$ cat src/source/core_pkg.sv
// Datapath sizes shared by every block of the core slice
`default_nettype none

package core_pkg;

    parameter int DATA_W   = 32;
    parameter int NUM_REGS = 32;

    // Architectural register index
    typedef logic [$clog2(NUM_REGS)-1:0] reg_idx_t;

    // One data word
    typedef logic [DATA_W-1:0] data_t;

endpackage

`default_nettype wire

$ cat src/source/isa_pkg.sv
// Instruction set of the core slice
// Opcode and function encodings, the two views of an instruction word, decoded ops
`default_nettype none

package isa_pkg;

    // Major opcode in bits 31:26
    typedef enum logic [5:0] {
        OPC_ALU  = 6'h00,  // Register form, function picks the op
        OPC_ADDI = 6'h08,
        OPC_MUL  = 6'h1c
    } opcode_e;

    typedef enum logic [3:0] {
        FN_ADD = 4'h0,
        FN_SUB = 4'h1,
        FN_AND = 4'h2,
        FN_XOR = 4'h3
    } funct_e;

    // Register form
    typedef struct packed {
        opcode_e     opcode;
        logic [4:0]  rd;
        logic [4:0]  rs1;
        logic [4:0]  rs2;
        logic [6:0]  pad;     // Reserved, ignored
        funct_e      funct;
    } instr_r_t;

    // Immediate form
    typedef struct packed {
        opcode_e     opcode;
        logic [4:0]  rd;
        logic [4:0]  rs1;
        logic [15:0] imm;     // Signed
    } instr_i_t;

    typedef union packed {
        instr_r_t r;
        instr_i_t i;
    } instr_u;

    typedef enum logic [2:0] {
        OP_NOP, OP_ADD, OP_SUB, OP_AND, OP_XOR, OP_MUL
    } op_e;

endpackage

`default_nettype wire
$ cat src/source/exec_unit.sv
// Execution units sharing one result bus
// Single-cycle ALU and a three-deep multiply pipeline, kept apart on the bus by alu_ok
`timescale 1ns/1ps
`default_nettype none

module exec_unit import isa_pkg::*, core_pkg::*; #(
    parameter  int ROB_DEPTH = 8,
    localparam int TAG_W     = $clog2(ROB_DEPTH)
) (
    input  wire logic             clock,
    input  wire logic             reset,
    input  wire logic             issue_valid,
    input  wire op_e              issue_op,
    input  wire logic [TAG_W-1:0] issue_tag,
    input  wire data_t            issue_a,
    input  wire data_t            issue_b,
    output logic                  alu_ok,
    output logic                  mul_ok,
    output logic                  cdb_valid,
    output logic [TAG_W-1:0]      cdb_tag,
    output data_t                 cdb_value
);

    logic             alu_v;
    logic [TAG_W-1:0] alu_tag;
    data_t            alu_res;
    logic [2:0]       mul_v;             // One bit per multiply stage
    logic [TAG_W-1:0] mul_tag [3];
    data_t            mul_a, mul_b;      // Stage one operands
    data_t            mul_p2, mul_p3;    // Product, then output stage

    assign alu_ok = !mul_v[1];   // Stage two reaches the bus next edge
    assign mul_ok = 1'b1;        // Fully pipelined

    always_ff @(posedge clock or posedge reset) begin
        if (reset) begin
            alu_v <= 1'b0;
            mul_v <= '0;
        end else begin
            alu_v <= issue_valid && issue_op != OP_MUL;
            mul_v <= {mul_v[1:0], issue_valid && issue_op == OP_MUL};
        end
    end

    always_ff @(posedge clock) begin
        alu_tag <= issue_tag;
        case (issue_op)
            OP_ADD:  alu_res <= issue_a + issue_b;
            OP_SUB:  alu_res <= issue_a - issue_b;
            OP_AND:  alu_res <= issue_a & issue_b;
            OP_XOR:  alu_res <= issue_a ^ issue_b;
            default: alu_res <= '0;
        endcase
        mul_tag[0] <= issue_tag;
        mul_a      <= issue_a;
        mul_b      <= issue_b;
        mul_tag[1] <= mul_tag[0];
        mul_p2     <= mul_a * mul_b;     // Low word only
        mul_tag[2] <= mul_tag[1];
        mul_p3     <= mul_p2;
    end

    // Shared result bus
    assign cdb_valid = alu_v || mul_v[2];
    assign cdb_tag   = mul_v[2] ? mul_tag[2] : alu_tag;
    assign cdb_value = mul_v[2] ? mul_p3 : alu_res;

    a_bus_collision: assert property (@(posedge clock) disable iff (reset)
        !(alu_v && mul_v[2]))
        else $error("ALU and multiplier finish in the same cycle");

endmodule

`default_nettype wire

$ cat config.mk
export PLATFORM = sky130hd
export DESIGN_NAME = exec_unit
export DESIGN_NICKNAME = d
export VERILOG_FILES = /design/src/source/core_pkg.sv /design/src/source/isa_pkg.sv /design/src/source/exec_unit.sv
export SDC_FILE = /design/constraint.sdc
export NUM_CORES = 1
export LEC_CHECK = 0
export BUFFER_PORTS_ARGS = -buffer_cell sky130_fd_sc_hd__clkbuf_2
export CORE_AREA = 10 10 226 228
export DETAILED_ROUTE_END_ITERATION = 10
export DIE_AREA = 0 0 236 238
export HOLD_SLACK_MARGIN = 0.12
export PLACE_DENSITY_LB_ADDON = 0.05
export RECOVER_POWER = 100
export SYNTH_ARGS = -nofsm -noshare
export SYNTH_HDL_FRONTEND = slang
export SYNTH_SLANG_ARGS = --single-unit
export TNS_END_PERCENT = 100
$ cat constraint.sdc
create_clock -name clock -period 14 [get_ports clock]
set_input_delay 0.7 -clock clock [delete_from_list [all_inputs] [get_ports clock]]
set_output_delay 0.7 -clock clock [all_outputs]
set_load 0.02 [all_outputs]
==> flow_summary_export.csv <==
group,metric,value,unit
die,coreArea,0.0464,sq mm
clock_network,cts_buffers,17,
placement,dp_hpwl,51500,um
worst_setup_path,path_buf_inv,6,
worst_setup_path,cpPeakStageDelay,1.53,ns
finish,drive_gt1_frac,0.0442,
worst_setup_path,cp.required,14.37,ns
yosys,synthCells,2439,
die,initial_core_util,0.494,
route,first_pass_iters,5,
worst_setup_path,cp.arrival,9.30,ns
clock_network,clk_path_buf_depth,2,
yosys,ys_seq_area_frac,0.152,
global_routing,track_usage,0.241,
worst_setup_path,cp-start-kind,"flip-flop",
clock_network,htree_num_levels,4,
route,drc,0,
placement,portBuffers,109,
placement,routabilityCongestion,0.904,
die,std_cell_rows,79,
sta,fin_skew,0.0159,ns
global_routing,grt_overflow,0,
global_routing,antenna_found_initial,0,
worst_setup_path,crit_path_max_fanout,32,
worst_setup_path,path_class,"flip-flop to flip-flop",
die,die_w,236,um
route,viasPerCell,5.35,
global_routing,grt_first_pass_wirelength,104000,um
yosys,synth_area,0.0229,sq mm
worst_setup_path,worstSetupEndpointType,"flip-flop",
sta,finalCritPeriodShare,0.638,
sta,finalMaxSlewViolations,70,
finish,nets,3147,
sta,finalSetupViolCount,0,
yosys,synth_edf_count,0,
route,totalWireLength,66600,um
clock_network,cts.sinks,173,
sta,fmax,112,MHz
clock_network,clk_pin_slew,0.08,ns
yosys,synth_warnings,0,
yosys,synthFlopType,"dfxtp_1",
status,status,"finished, violations left",
finish,area_delta_synth_final,6.57,%
sta,slew-limit-headroom,-0.439,
die,ios,111,
yosys,synth_nets,3108,
flow_run,drv_cap,2,
die,dieArea,0.0562,sq mm
clock_network,cts_resized,0,
worst_setup_path,crit_top_cell,"fa_1",
worst_setup_path,critPathTopFamily,"adder cells",
die,die_h,238,um
yosys,ys_ff_latch,173,
clock_network,hold_buffers,1,
sta,setup_tns,0,ns
yosys,synthArstFlopShare,0.0231,
clock_network,cts_setup_buffers,0,
sta,rsz0062_at_grt,"false",
route,wl_per_cell,21.5,um
worst_setup_path,critPathSlowestCell,"clkbuf_1",
global_routing,grt_max_degree,38,
sta,worst_pin_slew,2.16,ns
sta,period_minus_slack,8.93,ns
clock_network,clockRootBuffer,"clkbuf_16",
worst_hold_path,min-delay-path-class,"flip-flop to flip-flop",
clock_network,cts_tree,"done",
route,dr_total_vias,16600,
global_routing,grt_pass1_vias,18000,
sta,hold_viol,0,
clock_network,clkLatencyLatePin,0.44,ns
route,drtIter0Drc,969,
route,ant_nets,0,
yosys,ys_types,72,
status,failed_checks,"max-capacitance violations, max-slew violations",
sta,worst_hold_slack,0.330,ns
yosys,avgSynthCellArea,9.40,sq um
layer usage:
| metal | global-route usage | wire [um] | up-vias |
|---|---|---|---|
| met5 | 0 | 0 | - |
| met4 | 0.0767 | 2080 | 0 |
| met3 | 0.0268 | 2670 | 90 |
| met2 | 0.410 | 32400 | 402 |
| met1 | 0.315 | 29500 | 8534 |
| li1 | - | - | 7559 |
flip-flops by register name (all words and copies together) (netlist names):
name,flops
alu_res,32
alu_tag,2
alu_v,1
mul_a,32
mul_b,32
mul_p2,32
mul_p3,32
mul_tag,7
mul_v,3
kinds of logic (layout without fill, tap and decap cells):
kind of cell    after synthesis  in the layout  synth area share
simple gates                701            701             0.154
fa+ha+maj                   596            596             0.459
buf+inv                     530            582            0.0871
compound gates              253            253            0.0720
flops                       173            173             0.152
xor+xnor                    142            142            0.0543
mux                          43             43            0.0207
other cells                   1              3          0.000164
Yosys cell counts (18+ instances only):
| cell | number | area (sq um) |
|---|---|---|
| a21o_1 | 21 | 158 |
| a21oi_1 | 67 | 335 |
| and2_1 | 276 | 1730 |
| clkbuf_1 | 106 | 398 |
| dfxtp_1 | 169 | 3380 |
| fa_1 | 409 | 8190 |
| ha_1 | 187 | 2340 |
| inv_1 | 420 | 1580 |
| mux2_2 | 36 | 405 |
| nand2_1 | 310 | 1160 |
| nor2_1 | 49 | 184 |
| o21ai_0 | 59 | 295 |
| o21bai_1 | 18 | 135 |
| xnor2_1 | 101 | 885 |
| xor2_1 | 41 | 359 |
layout by cell type, fill, tap and decap left out, drive strengths merged, types with 8 or more instances in the layout:
cell type,Yosys,final
inv,420,429
mux2,36,36
buf,3,19
clkbuf,107,127
nor2,49,49
nor3,16,16
fa,409,409
nand3,9,9
and2,276,276
o21bai,18,18
xor2,41,41
a22oi,10,10
ha,187,187
o21ai,63,63
nand2b,9,9
a21oi,67,67
nand2,310,310
dfxtp,169,169
xnor2,101,101
a21o,21,21
nor4,8,8
o21a,13,13
a211oi,11,11
worst paths after layout:
| kind | to | startpoint | slack [ns] | depth (start not counted) |
|---|---|---|---|---|
| worst max-delay path | mul_p2[31] | mul_a[0] | 5.07 | 25 |
| worst min-delay path | mul_p3[16] | mul_p2[16] | 0.33 | 0 |
| worst max register to register | mul_p2[31] | mul_a[0] | 5.07 | 25 |
| worst min register to register | mul_p3[16] | mul_p2[16] | 0.33 | 0 |
| max in group asynchronous | mul_v[2] | reset | 13.18 | 3 |
| min in group asynchronous | alu_v | reset | 0.68 | 3 |
cell type report:
| class | instances | area, sq um |
|---|---|---|
| fillers | 4383 | 21900 |
| clock buffers | 17 | 425 |
| multi-input cells | 1736 | 17400 |
| well taps | 607 | 759 |
| clock inverters | 15 | 191 |
| inverters | 420 | 1580 |
| diodes | 2 | 5.00 |
| flip-flops and latches | 173 | 3480 |
| repair buffers | 130 | 577 |
through the flow:
stage	instance area [sq um]	utilization	std cells	worst slack [ns]
finish	24400	0.527	3100	5.07
global route	24400	0.527	3098	4.66
floorplan	22900	-	2439	7.37
CTS	24600	0.530	3098	6.14
detailed placement	24000	0.517	3065	6.18
global placement	24000	0.517	3065	6.33
Power is left out: the tool's default activity adds up to more than one toggle a clock period on the data nets, which glitch-free logic cannot reach.
