===== config.mk =====
export PLATFORM = sky130hd
export DESIGN_NAME = rob
export DESIGN_NICKNAME = d
export VERILOG_FILES = /design/src/source/core_pkg.sv /design/src/source/isa_pkg.sv /design/src/source/rob.sv
export SDC_FILE = /design/constraint.sdc
export NUM_CORES = 2
export LEC_CHECK = 0
export CORE_ASPECT_RATIO = 1.2
export CORE_MARGIN = 1.5
export CORE_UTILIZATION = 60
export DETAILED_ROUTE_END_ITERATION = 12
export DONT_BUFFER_PORTS = 1
export MAX_ROUTING_LAYER = met4
export PLACE_DENSITY = 0.75
export SETUP_SLACK_MARGIN = 0.15
export SLEW_MARGIN = 10
export SYNTH_ARGS = -nofsm -noshare
export SYNTH_HDL_FRONTEND = slang
export SYNTH_SLANG_ARGS = --single-unit

===== constraint.sdc =====
create_clock -name clock -period 9.5 [get_ports clock]
set_clock_uncertainty 0.2 [all_clocks]
set_input_delay 1.9 -clock clock [delete_from_list [all_inputs] [get_ports clock]]
set_output_delay 1.9 -clock clock [all_outputs]
set_load 0.05 [all_outputs]

===== src/source/core_pkg.sv =====
// Datapath sizes shared by every block of the core slice
`default_nettype none

package core_pkg;

    parameter int DATA_W   = 32;
    parameter int NUM_REGS = 32;

    // Architectural register index
    typedef logic [$clog2(NUM_REGS)-1:0] reg_idx_t;

    // One data word
    typedef logic [DATA_W-1:0] data_t;

endpackage

`default_nettype wire


===== src/source/isa_pkg.sv =====
// Instruction set of the core slice
// Opcode and function encodings, the two views of an instruction word, decoded ops
`default_nettype none

package isa_pkg;

    // Major opcode in bits 31:26
    typedef enum logic [5:0] {
        OPC_ALU  = 6'h00,  // Register form, function picks the op
        OPC_ADDI = 6'h08,
        OPC_MUL  = 6'h1c
    } opcode_e;

    typedef enum logic [3:0] {
        FN_ADD = 4'h0,
        FN_SUB = 4'h1,
        FN_AND = 4'h2,
        FN_XOR = 4'h3
    } funct_e;

    // Register form
    typedef struct packed {
        opcode_e     opcode;
        logic [4:0]  rd;
        logic [4:0]  rs1;
        logic [4:0]  rs2;
        logic [6:0]  pad;     // Reserved, ignored
        funct_e      funct;
    } instr_r_t;

    // Immediate form
    typedef struct packed {
        opcode_e     opcode;
        logic [4:0]  rd;
        logic [4:0]  rs1;
        logic [15:0] imm;     // Signed
    } instr_i_t;

    typedef union packed {
        instr_r_t r;
        instr_i_t i;
    } instr_u;

    typedef enum logic [2:0] {
        OP_NOP, OP_ADD, OP_SUB, OP_AND, OP_XOR, OP_MUL
    } op_e;

endpackage

`default_nettype wire

===== src/source/rob.sv =====
// Reorder buffer that also acts as the issue window
// Allocates in order, wakes operands from the result bus, issues oldest ready, retires in order
`timescale 1ns/1ps
`default_nettype none

module rob import isa_pkg::*, core_pkg::*; #(
    parameter  int ROB_DEPTH = 8,
    localparam int TAG_W     = $clog2(ROB_DEPTH)
) (
    input  wire logic             clock,
    input  wire logic             reset,
    input  wire logic             dec_valid,
    input  wire op_e              dec_op,
    input  wire reg_idx_t         dec_dest,
    input  wire logic             dec_use_imm,
    input  wire data_t            dec_imm,
    input  wire logic             src_a_pending,
    input  wire logic [TAG_W-1:0] src_a_tag,
    input  wire data_t            src_a_value,
    input  wire logic             src_b_pending,
    input  wire logic [TAG_W-1:0] src_b_tag,
    input  wire data_t            src_b_value,
    output logic [TAG_W-1:0]      alloc_tag,
    input  wire logic             alu_ok,
    input  wire logic             mul_ok,
    output logic                  issue_valid,
    output op_e                   issue_op,
    output logic [TAG_W-1:0]      issue_tag,
    output data_t                 issue_a,
    output data_t                 issue_b,
    input  wire logic             cdb_valid,
    input  wire logic [TAG_W-1:0] cdb_tag,
    input  wire data_t            cdb_value,
    output logic                  retire_valid,
    output logic [TAG_W-1:0]      retire_tag,
    output reg_idx_t              retire_dest,
    output data_t                 retire_value
);

    ////////////////////////////////////////////////////////////
    // Entry storage
    logic [ROB_DEPTH-1:0] valid, issued, complete;   // Control flags
    logic [ROB_DEPTH-1:0] a_rdy, b_rdy;
    logic [ROB_DEPTH-1:0] can_issue;
    op_e              op      [ROB_DEPTH];
    reg_idx_t         dest    [ROB_DEPTH];
    data_t            a_val   [ROB_DEPTH];
    data_t            b_val   [ROB_DEPTH];
    logic [TAG_W-1:0] a_tag   [ROB_DEPTH];
    logic [TAG_W-1:0] b_tag   [ROB_DEPTH];
    data_t            result  [ROB_DEPTH];

    logic [TAG_W-1:0] head, tail;
    logic [TAG_W:0]   count;
    logic             full;
    logic [DATA_W:0]  res_a, res_b;   // {ready, value} at allocation

    // Ready bit and value for a source entering the buffer
    function automatic logic [DATA_W:0] resolve(input logic pend,
                                                input logic [TAG_W-1:0] tag,
                                                input data_t val);
        if (!pend) return {1'b1, val};
        if (cdb_valid && cdb_tag == tag) return {1'b1, cdb_value};  // Bypass
        if (complete[tag]) return {1'b1, result[tag]};
        return {1'b0, val};                                          // Wait on tag
    endfunction

    assign alloc_tag = tail;
    assign full      = (count == (TAG_W+1)'(ROB_DEPTH));

    // Follows the bus and entry state as well as the lookup
    always_comb begin
        res_a = resolve(src_a_pending, src_a_tag, src_a_value);
        res_b = dec_use_imm ? {1'b1, dec_imm}
                            : resolve(src_b_pending, src_b_tag, src_b_value);
    end

    ////////////////////////////////////////////////////////////
    // Issue select, oldest ready from head
    always_comb begin
        for (int i = 0; i < ROB_DEPTH; i++) begin
            can_issue[i] = valid[i] && !issued[i] && a_rdy[i] && b_rdy[i]
                           && ((op[i] == OP_MUL) ? mul_ok : alu_ok);
        end
    end

    always_comb begin : pick_oldest
        logic [TAG_W-1:0] idx;
        issue_valid = 1'b0;
        issue_tag   = head;
        for (int i = 0; i < ROB_DEPTH; i++) begin
            idx = head + TAG_W'(i);
            if (!issue_valid && can_issue[idx]) begin
                issue_valid = 1'b1;
                issue_tag   = idx;
            end
        end
    end

    assign issue_op = op[issue_tag];
    assign issue_a  = a_val[issue_tag];
    assign issue_b  = b_val[issue_tag];

    // Head retires once complete
    assign retire_valid = valid[head] && complete[head];
    assign retire_tag   = head;
    assign retire_dest  = dest[head];
    assign retire_value = result[head];

    ////////////////////////////////////////////////////////////
    // Pointers and flags
    always_ff @(posedge clock or posedge reset) begin
        if (reset) begin
            head     <= '0;
            tail     <= '0;
            count    <= '0;
            valid    <= '0;
            issued   <= '0;
            complete <= '0;
        end else begin
            if (issue_valid) issued[issue_tag] <= 1'b1;
            if (cdb_valid) complete[cdb_tag] <= 1'b1;
            if (retire_valid) begin
                valid[head] <= 1'b0;
                head        <= head + 1'b1;
            end
            if (dec_valid) begin
                valid[tail]    <= 1'b1;
                issued[tail]   <= (dec_op == OP_NOP);  // NOP never goes to a unit
                complete[tail] <= (dec_op == OP_NOP);
                tail           <= tail + 1'b1;
            end
            count <= count + (TAG_W+1)'(dec_valid) - (TAG_W+1)'(retire_valid);
        end
    end

    ////////////////////////////////////////////////////////////
    // Operands, wakeup and results
    always_ff @(posedge clock) begin
        if (cdb_valid) result[cdb_tag] <= cdb_value;
        for (int i = 0; i < ROB_DEPTH; i++) begin
            if (cdb_valid && !a_rdy[i] && a_tag[i] == cdb_tag) begin
                a_val[i] <= cdb_value;
                a_rdy[i] <= 1'b1;
            end
            if (cdb_valid && !b_rdy[i] && b_tag[i] == cdb_tag) begin
                b_val[i] <= cdb_value;
                b_rdy[i] <= 1'b1;
            end
        end
        if (dec_valid) begin
            op[tail]     <= dec_op;
            dest[tail]   <= dec_dest;
            result[tail] <= '0;              // NOP retires zero
            {a_rdy[tail], a_val[tail]} <= res_a;
            {b_rdy[tail], b_val[tail]} <= res_b;
            a_tag[tail]  <= src_a_tag;
            b_tag[tail]  <= src_b_tag;
        end
    end

    a_no_alloc_full: assert property (@(posedge clock) disable iff (reset)
        dec_valid |-> !full)
        else $error("allocation into a full reorder buffer");

    a_cdb_target: assert property (@(posedge clock) disable iff (reset)
        cdb_valid |-> valid[cdb_tag] && !complete[cdb_tag])
        else $error("result bus targets an empty or complete entry");

endmodule

`default_nettype wire


==> results.ini <==
[hold_path]
min_path_type=flip-flop to flip-flop

[clock_network]
clkSinkCount=926
cts_buffer_depth=3
postCtsSetupBuffers=0
htree_levels=3
clkLatencyLatePin_ps=690
cts_tree=built
cts_made_buffers=92
cts_resized=0
clk_pin_slew_ps=60
hold_buffers=0
clockRootBuffer=clkbuf_16

[die]
io_pins=269
die_area_mm2=0.0832
die_h_um=316
die_w_um=264
coreArea_mm2=0.0806
start_util_pct=60.6
row_count=114

[route]
vias=43200
first_pass_iters=6
routedWlPerCell_um=27.0
drc=0
drtIter0Drc=5937
routed_wl_um=172000
via_per_inst=6.79
ant_nets=0

[yosys]
synth_top_flop_cell=dfxtp_1
yosys.cell_types.count=60
syn_inst=5605
synth_area_mm2=0.0489
yosysWarnings=0
syn_avg_cell_area_um2=8.72
async_flop_share_pct=3.24
yosysSeqAreaShare_pct=40.5
synth_seq_cells=926
synthesis.nets=5766
synth_edf_count=112

[sta]
hold_viol=0
min_period_ps=8910
final-setup-viol-count=0
post-route-period-util_pct=93.7
worst_pin_slew_ps=1300
rsz0062_at_grt=no
fmax_mhz=112
final_max_slew_viol_count=0
slew_headroom_pct=12.9
setup_tns_ps=0

[setup_path]
reg2reg_slack_ps=3710
cp.arrival_ps=6810
critical_path.startpoint=retire_tag[0]
worst_r2r_path_depth=12
reg2reg_to=issued[3]
crit_type=flip-flop to primary output
crit_required_ps=7400
crit_path_end_kind=primary output
path_max_fanout=47
endpoint=issue_b[24]
start_kind=flip-flop
r2r_start=retire_tag[0]

[final_layout]
fillers=6506
multiInputGateArea_mm2=0.0272
fin_nets=5378
layout-drive-gt1-share_pct=14.7
regArea_mm2=0.0198
area.growth.synth_to_final_pct=6.91
stdcell_area_mm2=0.0522
instances_no_fill=6361

[place]
post-place-cells=6167
gp_congestion=0.940
dpl_cell_area_mm2=0.0490
port_buffers=0
hpwl_um=95200

[global_route]
grt.total_usage_pct=41.6
grt_pass1_vias=40500
grt_pass1_wl_um=254000
grt-ovfl-total=0
grt_max_degree=184
antenna_found_initial=20

[outcome]
status=complete, no violations

[job]
drv_cap=0

==> stage by stage <==
| stage | setup slack (ps) | hold WS, ps | utilization, % |
|---|---|---|---|
| global placement | 956 | 264 | 60.8 |
| global route | 407 | 301 | 64.8 |
| floorplan | 1930 | 253 | - |
| finish | 595 | 279 | 64.8 |
| CTS | 630 | 278 | 64.8 |
| detailed placement | 875 | 269 | 60.8 |
==> logic make-up (layout without fill, tap and decap cells) <==
family / count (synthesis) / after routing / share of synthesized area, %
buf+inv: 555 / 243 / 4.39
flops: 926 / 926 / 40.5
other cells: 0 / 24 / 0
fa+ha+maj: 7 / 7 / 0.179
xor+xnor: 61 / 61 / 1.11
mux: 834 / 834 / 23.2
compound gates: 1133 / 1133 / 13.0
simple gates: 2089 / 2089 / 17.6
==> cells in the final DEF, fill, tap and decap left out, types with 5 or more instances in the layout <==
master     count
mux4_2       211
a22oi_1       17
a21o_1         9
nand2_1     1436
nor3_2         5
nor2b_1       36
buf_12        14
ha_1           7
dfxtp_1      784
nor3b_1       18
nand3_1      147
a32oi_1       65
buf_4         51
o21ai_0      297
nand2b_1      11
o211ai_1      36
xnor2_1       40
o32ai_1       14
and3_1        67
nor3_1        16
nor2_4        12
clkbuf_1      14
dfrtp_1       27
o22ai_1       39
clkinv_2      21
o21ai_1       65
nor2_1       282
clkbuf_16     95
diode_2       24
xor2_1        20
clkbuf_8      25
a211oi_1      40
a21oi_1      535
nand3b_1       8
nand3_2       20
mux2i_1      331
bufinv_16      7
mux2_2       291
edfxtp_1     112
inv_1          6
==> sequential cells by signal (all words and copies together), names as in the netlist <==
signal / cells
a_val: 256
b_val: 256
result: 256
dest: 40
a_tag: 24
b_tag: 24
op: 24
a_rdy: 8
b_rdy: 8
complete: 8
issued: 8
valid: 8
alloc_tag: 3
retire_tag: 3
==> critical path: stages, from the launching register on <==
cell and delay (ps):
dfrtp_4 570, inv_1 260, ha_1 660, inv_1 250
o32ai_1 540, nor3_1 120, or4_1 550, nor3_1 360
a221oi_2 90, xnor2_2 810, and3_4 950, buf_4 390
nand3_1 120, and3_1 380
==> layout make-up <==
type / instances / share of cell area, %
Multi-Input combinational cell: 4124 / 52.0
Sequential cell: 926 / 37.9
Clock buffer: 134 / 5.31
Tap cell: 1044 / 2.50
Timing Repair Buffer: 65 / 1.27
Clock inverter: 36 / 0.769
Antenna cell: 24 / 0.115
Inverter: 8 / 0.0718
==> worst min-delay path by stage <==
stage / slack, ps / depth (start not counted) / endpoint / start
after floorplan: 250 / 2 / result[1][31] / result[1][31]
after global placement: 260 / 2 / result[6][1] / result[6][1]
after detailed placement: 270 / 2 / result[3][25] / result[3][25]
after CTS: 280 / 2 / result[3][25] / result[3][25]
after global routing: 300 / 2 / result[5][31] / result[5][31]
final: 280 / 2 / result[5][16] / result[5][16]
==> routing by layer <==
metal | vias up | track usage [%] | wire length (um)
met4 | 0 | 24.0 | 10400
met2 | 2956 | 63.8 | 76000
met1 | 20600 | 48.9 | 62000
met5 | - | - | 0
li1 | 18900 | - | -
met3 | 677 | 12.3 | 23400
==> Yosys cell counts, types with 6 or more instances <==
| cell | count | area, um^2 |
|---|---|---|
| nand2_1 | 1436 | 5390 |
| dfxtp_1 | 784 | 15700 |
| a21oi_1 | 535 | 2680 |
| clkbuf_1 | 455 | 1710 |
| mux2i_1 | 332 | 3320 |
| o21ai_0 | 297 | 1490 |
| nor2_1 | 294 | 1100 |
| mux2_2 | 291 | 3280 |
| mux4_2 | 211 | 4750 |
| nand3_1 | 167 | 836 |
| edfxtp_1 | 112 | 3360 |
| and3_1 | 68 | 425 |
| a32oi_1 | 65 | 569 |
| o21ai_1 | 65 | 325 |
| buf_1 | 46 | 173 |
| buf_2 | 44 | 220 |
| a211oi_1 | 40 | 300 |
| xnor2_1 | 40 | 350 |
| o22ai_1 | 39 | 244 |
| nor2b_1 | 37 | 231 |
| o211ai_1 | 36 | 270 |
| dfrtp_1 | 30 | 751 |
| nor3_1 | 21 | 105 |
| xor2_1 | 20 | 175 |
| nor3b_1 | 18 | 135 |
| a22oi_1 | 17 | 128 |
| o32ai_1 | 14 | 123 |
| nand2b_1 | 11 | 68.8 |
| a21o_1 | 9 | 67.6 |
| nand3b_1 | 8 | 60.1 |
| ha_1 | 7 | 87.6 |
| inv_1 | 6 | 22.5 |
Power is not shown: default switching activity piles up to over one toggle a cycle in this logic, so the estimate is an artifact.
