[src/source/core_pkg.sv]
// Datapath sizes shared by every block of the core slice
`default_nettype none

package core_pkg;

    parameter int DATA_W   = 32;
    parameter int NUM_REGS = 32;

    // Architectural register index
    typedef logic [$clog2(NUM_REGS)-1:0] reg_idx_t;

    // One data word
    typedef logic [DATA_W-1:0] data_t;

endpackage

`default_nettype wire

[src/source/isa_pkg.sv]
// Instruction set of the core slice
// Opcode and function encodings, the two views of an instruction word, decoded ops
`default_nettype none

package isa_pkg;

    // Major opcode in bits 31:26
    typedef enum logic [5:0] {
        OPC_ALU  = 6'h00,  // Register form, function picks the op
        OPC_ADDI = 6'h08,
        OPC_MUL  = 6'h1c
    } opcode_e;

    typedef enum logic [3:0] {
        FN_ADD = 4'h0,
        FN_SUB = 4'h1,
        FN_AND = 4'h2,
        FN_XOR = 4'h3
    } funct_e;

    // Register form
    typedef struct packed {
        opcode_e     opcode;
        logic [4:0]  rd;
        logic [4:0]  rs1;
        logic [4:0]  rs2;
        logic [6:0]  pad;     // Reserved, ignored
        funct_e      funct;
    } instr_r_t;

    // Immediate form
    typedef struct packed {
        opcode_e     opcode;
        logic [4:0]  rd;
        logic [4:0]  rs1;
        logic [15:0] imm;     // Signed
    } instr_i_t;

    typedef union packed {
        instr_r_t r;
        instr_i_t i;
    } instr_u;

    typedef enum logic [2:0] {
        OP_NOP, OP_ADD, OP_SUB, OP_AND, OP_XOR, OP_MUL
    } op_e;

endpackage

`default_nettype wire
[src/source/instr_decode.sv]
// Decode stage of the core slice
// Splits each accepted word into op, registers and immediate, one register stage deep
`timescale 1ns/1ps
`default_nettype none

module instr_decode import isa_pkg::*, core_pkg::*; (
    input  wire logic     clock,
    input  wire logic     reset,
    input  wire logic     instr_valid,
    input  wire instr_u   instr,
    output logic          dec_valid,
    output op_e           dec_op,
    output reg_idx_t      dec_dest,
    output reg_idx_t      dec_src_a,
    output reg_idx_t      dec_src_b,
    output data_t         dec_imm,
    output logic          dec_use_imm
);

    op_e      op_d;
    reg_idx_t dest_d;
    logic     use_imm_d;

    always_comb begin
        op_d      = OP_NOP;
        dest_d    = '0;                 // No destination unless decoded
        use_imm_d = 1'b0;
        case (instr.r.opcode)
            OPC_ALU: begin
                dest_d = instr.r.rd;
                case (instr.r.funct)
                    FN_ADD:  op_d = OP_ADD;
                    FN_SUB:  op_d = OP_SUB;
                    FN_AND:  op_d = OP_AND;
                    FN_XOR:  op_d = OP_XOR;
                    default: dest_d = '0;  // Unknown function, no-op
                endcase
            end
            OPC_ADDI: begin
                op_d      = OP_ADD;
                dest_d    = instr.i.rd;
                use_imm_d = 1'b1;
            end
            OPC_MUL: begin
                op_d   = OP_MUL;
                dest_d = instr.r.rd;
            end
            default: ;                   // Unknown opcode passes as no-op
        endcase
    end

    always_ff @(posedge clock or posedge reset) begin
        if (reset) begin
            dec_valid <= 1'b0;
        end else begin
            dec_valid <= instr_valid;
        end
    end

    // Payload, qualified by dec_valid
    always_ff @(posedge clock) begin
        dec_op      <= op_d;
        dec_dest    <= dest_d;
        dec_src_a   <= instr.r.rs1;     // Same field in both forms
        dec_src_b   <= instr.r.rs2;
        dec_imm     <= {{(DATA_W-16){instr.i.imm[15]}}, instr.i.imm};  // Sign extend
        dec_use_imm <= use_imm_d;
    end

endmodule

`default_nettype wire

[config.mk]
export PLATFORM = sky130hd
export DESIGN_NAME = instr_decode
export DESIGN_NICKNAME = d
export VERILOG_FILES = /design/src/source/core_pkg.sv /design/src/source/isa_pkg.sv /design/src/source/instr_decode.sv
export SDC_FILE = /design/constraint.sdc
export NUM_CORES = 1
export LEC_CHECK = 0
export BUFFER_PORTS_ARGS = -buffer_cell sky130_fd_sc_hd__buf_2
export CAP_MARGIN = 20
export CORE_MARGIN = 10
export CORE_UTILIZATION = 29
export CTS_BUF_LIST = sky130_fd_sc_hd__clkbuf_8
export DETAILED_ROUTE_END_ITERATION = 8
export PLACE_DENSITY = 0.63
export SYNTH_ARGS = -nofsm -noshare
export SYNTH_HDL_FRONTEND = slang
export SYNTH_SLANG_ARGS = --single-unit
[constraint.sdc]
create_clock -name clock -period 1.1 [get_ports clock]
set_clock_uncertainty 0.05 [all_clocks]
set_input_delay 0.055 -clock clock [delete_from_list [all_inputs] [get_ports clock]]
set_output_delay 0.055 -clock clock [all_outputs]
set_load 0.02 [all_outputs]
==> results by group, run 1 <==
Timing
  – Min Hold Slack: 0.0205 ns
  – Worst slew pin tran: 0.398 ns
  – Max-slew violation count: 0
  – Fin crit share: 0.884
  – Unrepaired setup endpoints after global routing: no
  – Peak Freq: 1030 MHz
  – Setup violators final: 0
  – Setup TNS: 0 ns
  – Final hold violations: 0
  – Worst slew margin: 0.734
  – Post-layout min period: 0.973 ns

Synthesis
  – Synth area leader: dfxtp_1
  – Yosys top cell area share: 0.637
  – Syn_nets: 114
  – Synth warn: 0
  – Async set-reset flop share out of synthesis: 0.0323
  – Synthesized area: 943 um^2
  – Most frequent cell after synthesis: dfxtp_1
  – Main area contributors after synthesis: dfxtp_1, buf_4, nor2_1, dfrtp_1, nand2_1
  – Synthesized area per cell: 11.9 um^2
  – Main synth FF type: dfxtp_1
  – Cell count after synthesis: 79
  – EDFF count, synth: 0
  – Post-synth cell types: 17
  – Sequential element share of the synthesized area: 0.663
  – Synth top cells by count: dfxtp_1, buf_4, nor2_1
  – #FFs+latches synth: 31

Global routing
  – First-pass GRT wire length: 5.06 mm
  – Largest net degree at the start of global routing: 19
  – Total gr overflow: 0
  – GRT Resource Usage Total: 0.106
  – Initial antenna violation count: 0
  – Vias in the first global route: 1065

Floorplan
  – Initial Util: 0.307
  – Chip width: 77.0 um
  – Die Span Y: 77.0 um
  – Core ar.: 3080 um^2
  – # IOs: 87
  – Row count: 20
  – Die ar.: 5930 um^2

Final layout
  – Diodes inserted: 0
  – Non-Filler Instances: 225
  – Layout cells sized above 1: 0.536
  – P&R area growth vs syn: 75.3%
  – NumNets Final: 215

Critical path
  – Buf/Inv on CP: 1
  – Worst Setup End Kind: primary output
  – Cell-by-cell trace of the critical path: buf_2
  – CP required: 1.00 ns
  – Largest delay share family, worst path: flip-flops
  – Worst path max stage delay: 0.41 ns
  – Worst EP arrival: 0.87 ns
  – Crit Path Class: reg -> out
  – CP max stage cell: dfxtp_4
  – Max FO, Critical Path: 18
  – Worst setup SP type: flop
  – Crit path from: dec_imm[15]

Worst hold path
  – Worst hold stages: 4
  – Hold Path Origin: instr[26]
  – Worst Hold Path EP: dec_dest[1]
  – Worst hold path type: in -> reg

Routing
  – Routed Wire Length: 3.04 mm
  – Pre-antenna DRT Iters: 4
  – Via count: 889
  – 1st-iter DRT viols: 8
  – Remaining DRCs: 0
  – Vias/cell: 3.95
  – Mean routed wirelength per cell: 13.5 um
  – Remaining antenna violation count after routing: 0

Flow run
  – Max Cap Viol: 0

Pwr
  – Pwr/cell area: 1470 nW/um^2
  – Peak supply drop: 0.000741 V
  – Total power: 0.00243 W
  – Lkg Pwr: 0.824 nW

Clocking
  – Num Clock Sinks: 31
  – CTS tree: done
  – Reg clk slew, reported paths: 0.07 ns
  – Clk root buf: clkbuf_8
  – CTS Buf Count: 5
  – Max Buffers Root-to-Sink: 2
  – Htree depth: 2

Placement
  – Dpl hpwl: 2.23 mm
  – # port buffers: 86
  – GPL Wtd Cong: 0.747
  – Inst Count DP: 188

Status
  – Status: complete, no violations
==> how the worst max path moves through the flow <==
stage                        to  slack [ns]  cells past startpoint
finish              dec_imm[27]        0.13                      1
global placement    dec_dest[0]        0.17                      4
floorplan           dec_imm[16]        0.08                      1
detailed placement  dec_dest[3]        0.12                      4
CTS                 dec_imm[27]        0.05                      1
global route        dec_imm[30]        0.06                      1
==> state kept, by name, indices dropped and copies added (netlist names) <==
register,flops
dec_use_imm,1
dec_op,3
dec_src_a,5
dec_valid,1
dec_dest,5
dec_imm,16
==> power breakdown <==
part | internal (W) | total, W | leakage [nW] | switching (W)
Clock | 0.000439 | 0.000857 | 0.0402 | 0.000418
Sequential | 0.00117 | 0.00119 | 0.262 | 0.0000177
Combinational | 0.000182 | 0.000390 | 0.522 | 0.000208
==> layer usage <==
| layer | track usage | up-vias | routed length (um) |
|---|---|---|---|
| li1 | - | 431 | - |
| met2 | 0.170 | 66 | 1390 |
| met3 | 0.0921 | 5 | 557 |
| met4 | 0.0383 | 0 | 24 |
| met5 | 0 | - | 0 |
| met1 | 0.0950 | 387 | 1060 |
==> cell usage in the layout (no fill, tap or decap) <==
| master | n |
|---|---|
| nor4_2 | 1 |
| dfrtp_1 | 1 |
| nand4b_1 | 1 |
| a21boi_1 | 2 |
| nand2_1 | 6 |
| xnor2_1 | 2 |
| nand3_1 | 1 |
| buf_2 | 86 |
| o21bai_1 | 1 |
| nor3_4 | 1 |
| dfxtp_4 | 1 |
| inv_1 | 1 |
| nor3_1 | 1 |
| nor2b_1 | 1 |
| and3_1 | 1 |
| dlygate4sd3_1 | 29 |
| clkinvlp_4 | 2 |
| clkinv_2 | 1 |
| nor2_1 | 7 |
| clkbuf_8 | 5 |
| dfxtp_1 | 29 |
| a22oi_1 | 1 |
==> area by class of cell <==
cell class	count	area, um^2
clock buffer	5	68.8
clock inverter	3	20.0
timing repair buffer	115	721
inverter	1	3.75
multi-input combinational	26	156
fill	283	1420
sequential	31	629
tap	44	55.1
==> cells by family after synthesis <==
kind of cell / Yosys count / share of synthesized area
xor+xnor: 2 / 0.0186
flops: 31 / 0.663
simple gates: 20 / 0.115
buf+inv: 22 / 0.171
compound gates: 4 / 0.0318
==> per-stage QoR <==
stage / cell area [um^2] / utilization / worst slack [ns]
finish: 1650 / 0.537 / 0.127
global route: 1650 / 0.537 / 0.0586
CTS: 1650 / 0.537 / 0.0463
detailed placement: 1270 / 0.413 / 0.123
global placement: 1270 / 0.413 / 0.173
floorplan: 943 / - / 0.0777
==> timing repair <==
action | 4_1_cts | 5_1_grt
buffers inserted | 0 | 0
endpoints found under the setup margin | 18 | 18
gates resized for setup | 1 | 1
hold endpoints to repair | 29 | 0
gates cloned | 0 | 0
hold buffers | 29 | 0
Power figures use the tool's default switching activity.
==> run 2: changes to the inputs <==
Settings changed: CELL_PAD_IN_SITES_DETAIL_PLACEMENT set to 0, CELL_PAD_IN_SITES_GLOBAL_PLACEMENT set to 1, CORE_MARGIN 10 to 4, CORE_UTILIZATION 29 to 26, PLACE_DENSITY 0.63 to 0.79.
==> run 2 against run 1 <==
Net effect: cell area up 3.0%; utilization down 3.8 points; routed wire length down 16%; critical path depth unchanged; global-route usage up 1.1 points; worst setup slack better by 0.0010 ns; first-iteration DRC count up 130%; fmax up 0.11%; sequential share of layout area down 1.1 points; worst hold slack worse by 0.0041 ns; combinational power down 1%; via count up 0.34%; highest routed layer unchanged.
==> results by group, run 2 (same netlist as run 1, synthesis figures left out) <==
Critical path
  – CP max stage cell: dfxtp_4 (unchanged)
  – CP required: 1.00 ns (about the same)
  – Largest delay share family, worst path: flip-flops (unchanged)
  – Worst path max stage delay: 0.41 ns (about the same)
  – Worst Setup End Kind: primary output (unchanged)
  – Cell-by-cell trace of the critical path: buf_2 (unchanged)
  – Crit Path Class: reg -> out (unchanged)
  – Worst EP arrival: 0.87 ns (about the same)
  – Max FO, Critical Path: 18 (unchanged)
  – Buf/Inv on CP: 1 (unchanged)
  – Worst setup SP type: flop (unchanged)
  – Crit path from: dec_imm[15] (unchanged)

Routing
  – Mean routed wirelength per cell: 11.2 um (was 13.5 um)
  – Remaining DRCs: 0 (unchanged)
  – Via count: 892 (was 889)
  – Routed Wire Length: 2.55 mm (was 3.04 mm)
  – Remaining antenna violation count after routing: 0 (unchanged)
  – 1st-iter DRT viols: 18 (was 8)
  – Pre-antenna DRT Iters: 4 (unchanged)
  – Vias/cell: 3.93 (was 3.95)

Final layout
  – Biggest regs: dec_imm x16, dec_dest x5, dec_src_a x5 (unchanged)
  – NumNets Final: 215 (unchanged)
  – P&R area growth vs syn: 80.6% (was 75.3%)
  – Largest reg by FF count: dec_imm (unchanged)
  – Layout cells sized above 1: 0.536 (unchanged)
  – Max reg flops: 16 (unchanged)
  – Diodes inserted: 0 (unchanged)
  – Commonest non-fill, non-tap cell in the layout: buf_2 (unchanged)
  – Most frequent cells in the layout: buf_2, dfxtp_1, dlygate4sd3_1 (unchanged)

Clocking
  – Max Buffers Root-to-Sink: 2 (unchanged)
  – Htree depth: 2 (unchanged)
  – Post-CTS Setup Inserts: 0 (unchanged)
  – Num Clock Sinks: 31 (unchanged)
  – CTS tree: done (unchanged)
  – Reg clk slew, reported paths: 0.07 ns (about the same)
  – CTS Buf Count: 5 (unchanged)
  – Clk root buf: clkbuf_8 (unchanged)

Placement
  – Dpl hpwl: 1.91 mm (was 2.23 mm)
  – # port buffers: 86 (unchanged)
  – Worst slack, placed: 0.0985 ns (was 0.123 ns)
  – GPL Wtd Cong: 0.700 (was 0.747)

Floorplan
  – Die ar.: 4660 um^2 (was 5930 um^2)
  – Core ar.: 3420 um^2 (was 3080 um^2)
  – Die Span Y: 68.2 um (was 77.0 um)
  – Row count: 21 (was 20)
  – # IOs: 87 (unchanged)
  – Initial Util: 0.276 (was 0.307)
  – Chip width: 68.2 um (was 77.0 um)

Worst hold path
  – Hold Path Origin: instr[26] (unchanged)
  – Worst hold path type: in -> reg (unchanged)

Timing
  – Post-layout min period: 0.972 ns (was 0.973 ns)
  – Min Hold Slack: 0.0164 ns (was 0.0205 ns)
  – Setup violators final: 0 (unchanged)
  – Worst slew margin: 0.745 (was 0.734)
  – Peak Freq: 1030 MHz (about the same)
  – Max-slew violation count: 0 (unchanged)
  – Fin crit share: 0.883 (was 0.884)
  – Setup TNS: 0 ns (unchanged)
  – Unrepaired setup endpoints after global routing: no (unchanged)
  – Final hold violations: 0 (unchanged)
  – Setup ws final: 0.128 ns (was 0.127 ns)
  – Worst slew pin tran: 0.382 ns (was 0.398 ns)

Pwr
  – Pwr/cell area: 1690 nW/um^2 (was 1470 nW/um^2)
  – Sequential power share: 0.412 (was 0.488)
  – Peak supply drop: 0.000828 V (was 0.000741 V)
  – Clock power frac: 0.454 (was 0.352)
  – Sw Ratio: 0.217 (was 0.265)
  – P_int: 0.00225 W (was 0.00179 W)
  – Lkg Pwr: 0.848 nW (was 0.824 nW)
  – Comb pwr share: 0.134 (was 0.160)
  – Sw Pwr: 0.000625 W (was 0.000644 W)
  – Total power: 0.00288 W (was 0.00243 W)

Global routing
  – Largest net degree at the start of global routing: 19 (unchanged)
  – Vias in the first global route: 910 (was 1065)
  – Initial antenna violation count: 0 (unchanged)
  – Total gr overflow: 0 (unchanged)
  – First-pass GRT wire length: 3.80 mm (was 5.06 mm)
  – GRT Resource Usage Total: 0.117 (was 0.106)

Status
  – Status: complete, no violations (unchanged)

Flow run
  – Max Cap Viol: 0 (unchanged)
==> run 2: cell types whose count changed in the layout (fill, tap and decap cells not counted), sizes merged <==
cell | previous run | this run
clkinvlp | 2 | 1
bufinv | 0 | 2
clkinv | 1 | 0
==> run 2: stage by stage <==
stage | std cells | util | cell area [um^2]
after floorplan | 79 | - | 943
after global placement | 190 | 0.373 | 1270
after detailed placement | 190 | 0.373 | 1270
after CTS | 227 | 0.498 | 1700
after global routing | 227 | 0.499 | 1700
final | 227 | 0.499 | 1700
==> run 2: path summary, 6_finish.rpt <==
path / endpoint / slack, ns / cells after the start
min in group asynchronous: dec_valid / 0.12 / 3
min: dec_dest[4] / 0.02 / 4
max: dec_imm[19] / 0.13 / 1
max in group asynchronous: dec_valid / 0.79 / 3
==> run 2: area by class of cell <==
cell class | instances | area [um^2]
timing repair buffer | 115 | 721
tap | 46 | 57.6
sequential | 31 | 629
clock buffer | 5 | 68.8
inverter | 1 | 3.75
fill | 307 | 1710
multi-input combinational | 26 | 156
clock inverter | 3 | 67.6
==> run 2: worst min-delay path: cells and delay by family <==
kind,cells,cell delay (ns)
buffers and inverters,1,0.10
and+or+nand+nor,3,0.15
==> run 2: repair_timing <==
| item | CTS | global route |
|---|---|---|
| cloned | 0 | 0 |
| gates resized for setup | 1 | 1 |
| endpoints found under the hold margin | 29 | 0 |
| endpoints found under the setup margin | 18 | 17 |
| hold buffers | 29 | 0 |
==> run 2: power by group through the flow <==
stage	Clock [W]	Combinational, W	Sequential, W
floorplan	0	0.000138	0.00127
global placement	0	0.000305	0.00121
detailed placement	0	0.000307	0.00121
CTS	0.00134	0.000385	0.00119
global route	0.00139	0.000418	0.00119
finish	0.00131	0.000386	0.00119
==> run 2: routing by layer <==
metal,wire (um),share of wire,global-route usage
met5,0,0,0
met4,38,0.015,0.0521
met3,414,0.16,0.0673
met2,1320,0.52,0.223
met1,778,0.31,0.0946
==> run 3: changes to the inputs <==
Settings changed: CORE_UTILIZATION 26 to 24, CTS_BUF_LIST sky130_fd_sc_hd__clkbuf_8 to not set, CTS_CLUSTER_DIAMETER set to 200, PLACE_DENSITY 0.79 to 0.74.
Clock period 1.1 ns to 0.9 ns, I/O delays scaled along.
==> run 3 against run 2 <==
Net effect: largest power group is now registers; critical path type unchanged; clock power fell by 13%; cell area fell by 0.73%; global-route usage fell by 1.0 points; the run now ends with negative setup slack left.
==> results by group, run 3 (same netlist as run 1, synthesis figures left out) <==
Status
  – Status: complete, but fails checks (was complete, no violations)
  – Violated checks: negative setup slack

Critical path
  – Buf/Inv on CP: 1 (unchanged)
  – CP max stage cell: dfxtp_4 (unchanged)
  – Worst EP arrival: 0.86 ns (was 0.87 ns)
  – Worst setup SP type: flop (unchanged)
  – Worst Setup End Kind: primary output (unchanged)
  – Max FO, Critical Path: 18 (unchanged)
  – Largest delay share family, worst path: flip-flops (unchanged)
  – CP required: 0.81 ns (was 1.00 ns)
  – Crit Path Class: reg -> out (unchanged)
  – Cell-by-cell trace of the critical path: buf_2 (unchanged)
  – Worst path max stage delay: 0.40 ns (was 0.41 ns)

Floorplan
  – Initial Util: 0.254 (was 0.276)
  – Row count: 22 (was 21)
  – Die Span Y: 70.7 um (was 68.2 um)
  – Chip width: 70.7 um (was 68.2 um)
  – # IOs: 87 (unchanged)
  – Die ar.: 5000 um^2 (was 4660 um^2)
  – Core ar.: 3720 um^2 (was 3420 um^2)

Timing
  – Fin crit share: 1.06
  – Final hold violations: 0 (unchanged)
  – Unrepaired setup endpoints after global routing: yes (was no)
  – Post-layout min period: 0.952 ns
  – Worst slew margin: 0.788 (was 0.745)
  – Peak Freq: 1050 MHz
  – Setup ws final: -0.0522 ns (was 0.128 ns)
  – Max-slew violation count: 0 (unchanged)
  – Setup violators final: 18 (was 0)
  – Min Hold Slack: 0.0124 ns (was 0.0164 ns)
  – Worst slew pin tran: 0.316 ns (was 0.382 ns)

Final layout
  – Max reg flops: 16 (unchanged)
  – Commonest non-fill, non-tap cell in the layout: buf_2 (unchanged)
  – Post-route cell area: 1690 um^2 (was 1700 um^2)
  – Most frequent cells in the layout: buf_2, dfxtp_1, dlygate4sd3_1 (unchanged)
  – Sequential Area: 629 um^2 (unchanged)
  – Layout cells sized above 1: 0.530 (was 0.536)
  – Fill cells: 353 (was 307)
  – Diodes inserted: 0 (unchanged)
  – Biggest regs: dec_imm x16, dec_dest x5, dec_src_a x5 (unchanged)
  – Finished Core Util: 0.455 (was 0.499)
  – P&R area growth vs syn: 79.3% (was 80.6%)
  – Area taken by multi-input logic gates: 156 um^2 (unchanged)
  – NumNets Final: 215 (unchanged)
  – Largest reg by FF count: dec_imm (unchanged)

Routing
  – Routed Wire Length: 2.52 mm (was 2.55 mm)
  – Mean routed wirelength per cell: 11.0 um (was 11.2 um)
  – Remaining antenna violation count after routing: 0 (unchanged)
  – Remaining DRCs: 0 (unchanged)
  – Via count: 879 (was 892)
  – 1st-iter DRT viols: 13 (was 18)
  – Vias/cell: 3.84 (was 3.93)
  – Pre-antenna DRT Iters: 2 (was 4)

Global routing
  – GRT Resource Usage Total: 0.107 (was 0.117)
  – Vias in the first global route: 908 (was 910)
  – Initial antenna violation count: 0 (unchanged)
  – Largest net degree at the start of global routing: 19 (unchanged)
  – First-pass GRT wire length: 4.02 mm (was 3.80 mm)
  – Total gr overflow: 0 (unchanged)

Clocking
  – Reg clk slew, reported paths: 0.06 ns (was 0.07 ns)
  – Max Buffers Root-to-Sink: 2 (unchanged)
  – Htree depth: 2 (unchanged)
  – Num Clock Sinks: 31 (unchanged)
  – Post-CTS Setup Inserts: 0 (unchanged)
  – CTS tree: done (unchanged)
  – Clk root buf: clkbuf_8 (unchanged)
  – CTS Buf Count: 5 (unchanged)

Pwr
  – Pwr/cell area: 1820 nW/um^2 (was 1690 nW/um^2)
  – Peak supply drop: 0.000704 V (was 0.000828 V)
  – Lkg Pwr: 0.843 nW (was 0.848 nW)

Worst hold path
  – Worst hold path type: in -> reg (unchanged)

Placement
  – Placed inst area: 1280 um^2 (was 1270 um^2)
  – GPL Wtd Cong: 0.710 (was 0.700)
  – # port buffers: 86 (unchanged)
  – Worst slack, placed: -0.0416 ns (was 0.0985 ns)
  – Dpl hpwl: 1.88 mm (was 1.91 mm)

Flow run
  – Max Cap Viol: 0 (unchanged)
[run 3: worst paths after layout]
kind                             start           to  slack [ns]  depth (start not counted)
worst max-delay path       dec_imm[15]  dec_imm[20]       -0.05                          1
worst min-delay path         instr[26]    dec_op[1]        0.01                          4
max in group asynchronous        reset    dec_valid        0.59                          3
min in group asynchronous        reset    dec_valid        0.11                          3
[run 3: report_power, final]
group | internal, W | leakage, nW | switching [W] | total, W
Clock | 0.000696 | 0.0515 | 0.000446 | 0.00114
Combinational | 0.000234 | 0.529 | 0.000246 | 0.000480
Sequential | 0.00143 | 0.262 | 0.0000219 | 0.00145
[run 3: stage by stage]
stage,std cells,setup TNS [ns],power [W]
finish,229,-0.917,0.00307
floorplan,79,0,0.00173
detailed placement,193,-0.0821,0.00186
global route,229,-2.17,0.00324
CTS,230,-1.35,0.00313
global placement,193,0,0.00186
[run 3: layout make-up]
cell class | instances | share of cell area
timing repair buffer | 115 | 0.439
multi-input combinational | 26 | 0.0925
tap | 48 | 0.0355
inverter | 1 | 0.00222
sequential | 31 | 0.372
clock buffer | 8 | 0.0592
[run 3: metal layers]
layer / global-route usage / vias up / part of all wire
li1: - / 429 / -
met1: 0.0955 / 379 / 0.32
met2: 0.184 / 63 / 0.49
met3: 0.0568 / 8 / 0.15
met4: 0.0710 / 0 / 0.034
met5: 0 / - / 0
[run 3: what timing repair did]
| item | in CTS | in global routing |
|---|---|---|
| hold buffers | 29 | 0 |
| resized for setup | 3 | 5 |
| endpoints found under the hold margin | 29 | 0 |
| endpoints found under the setup margin | 19 | 23 |
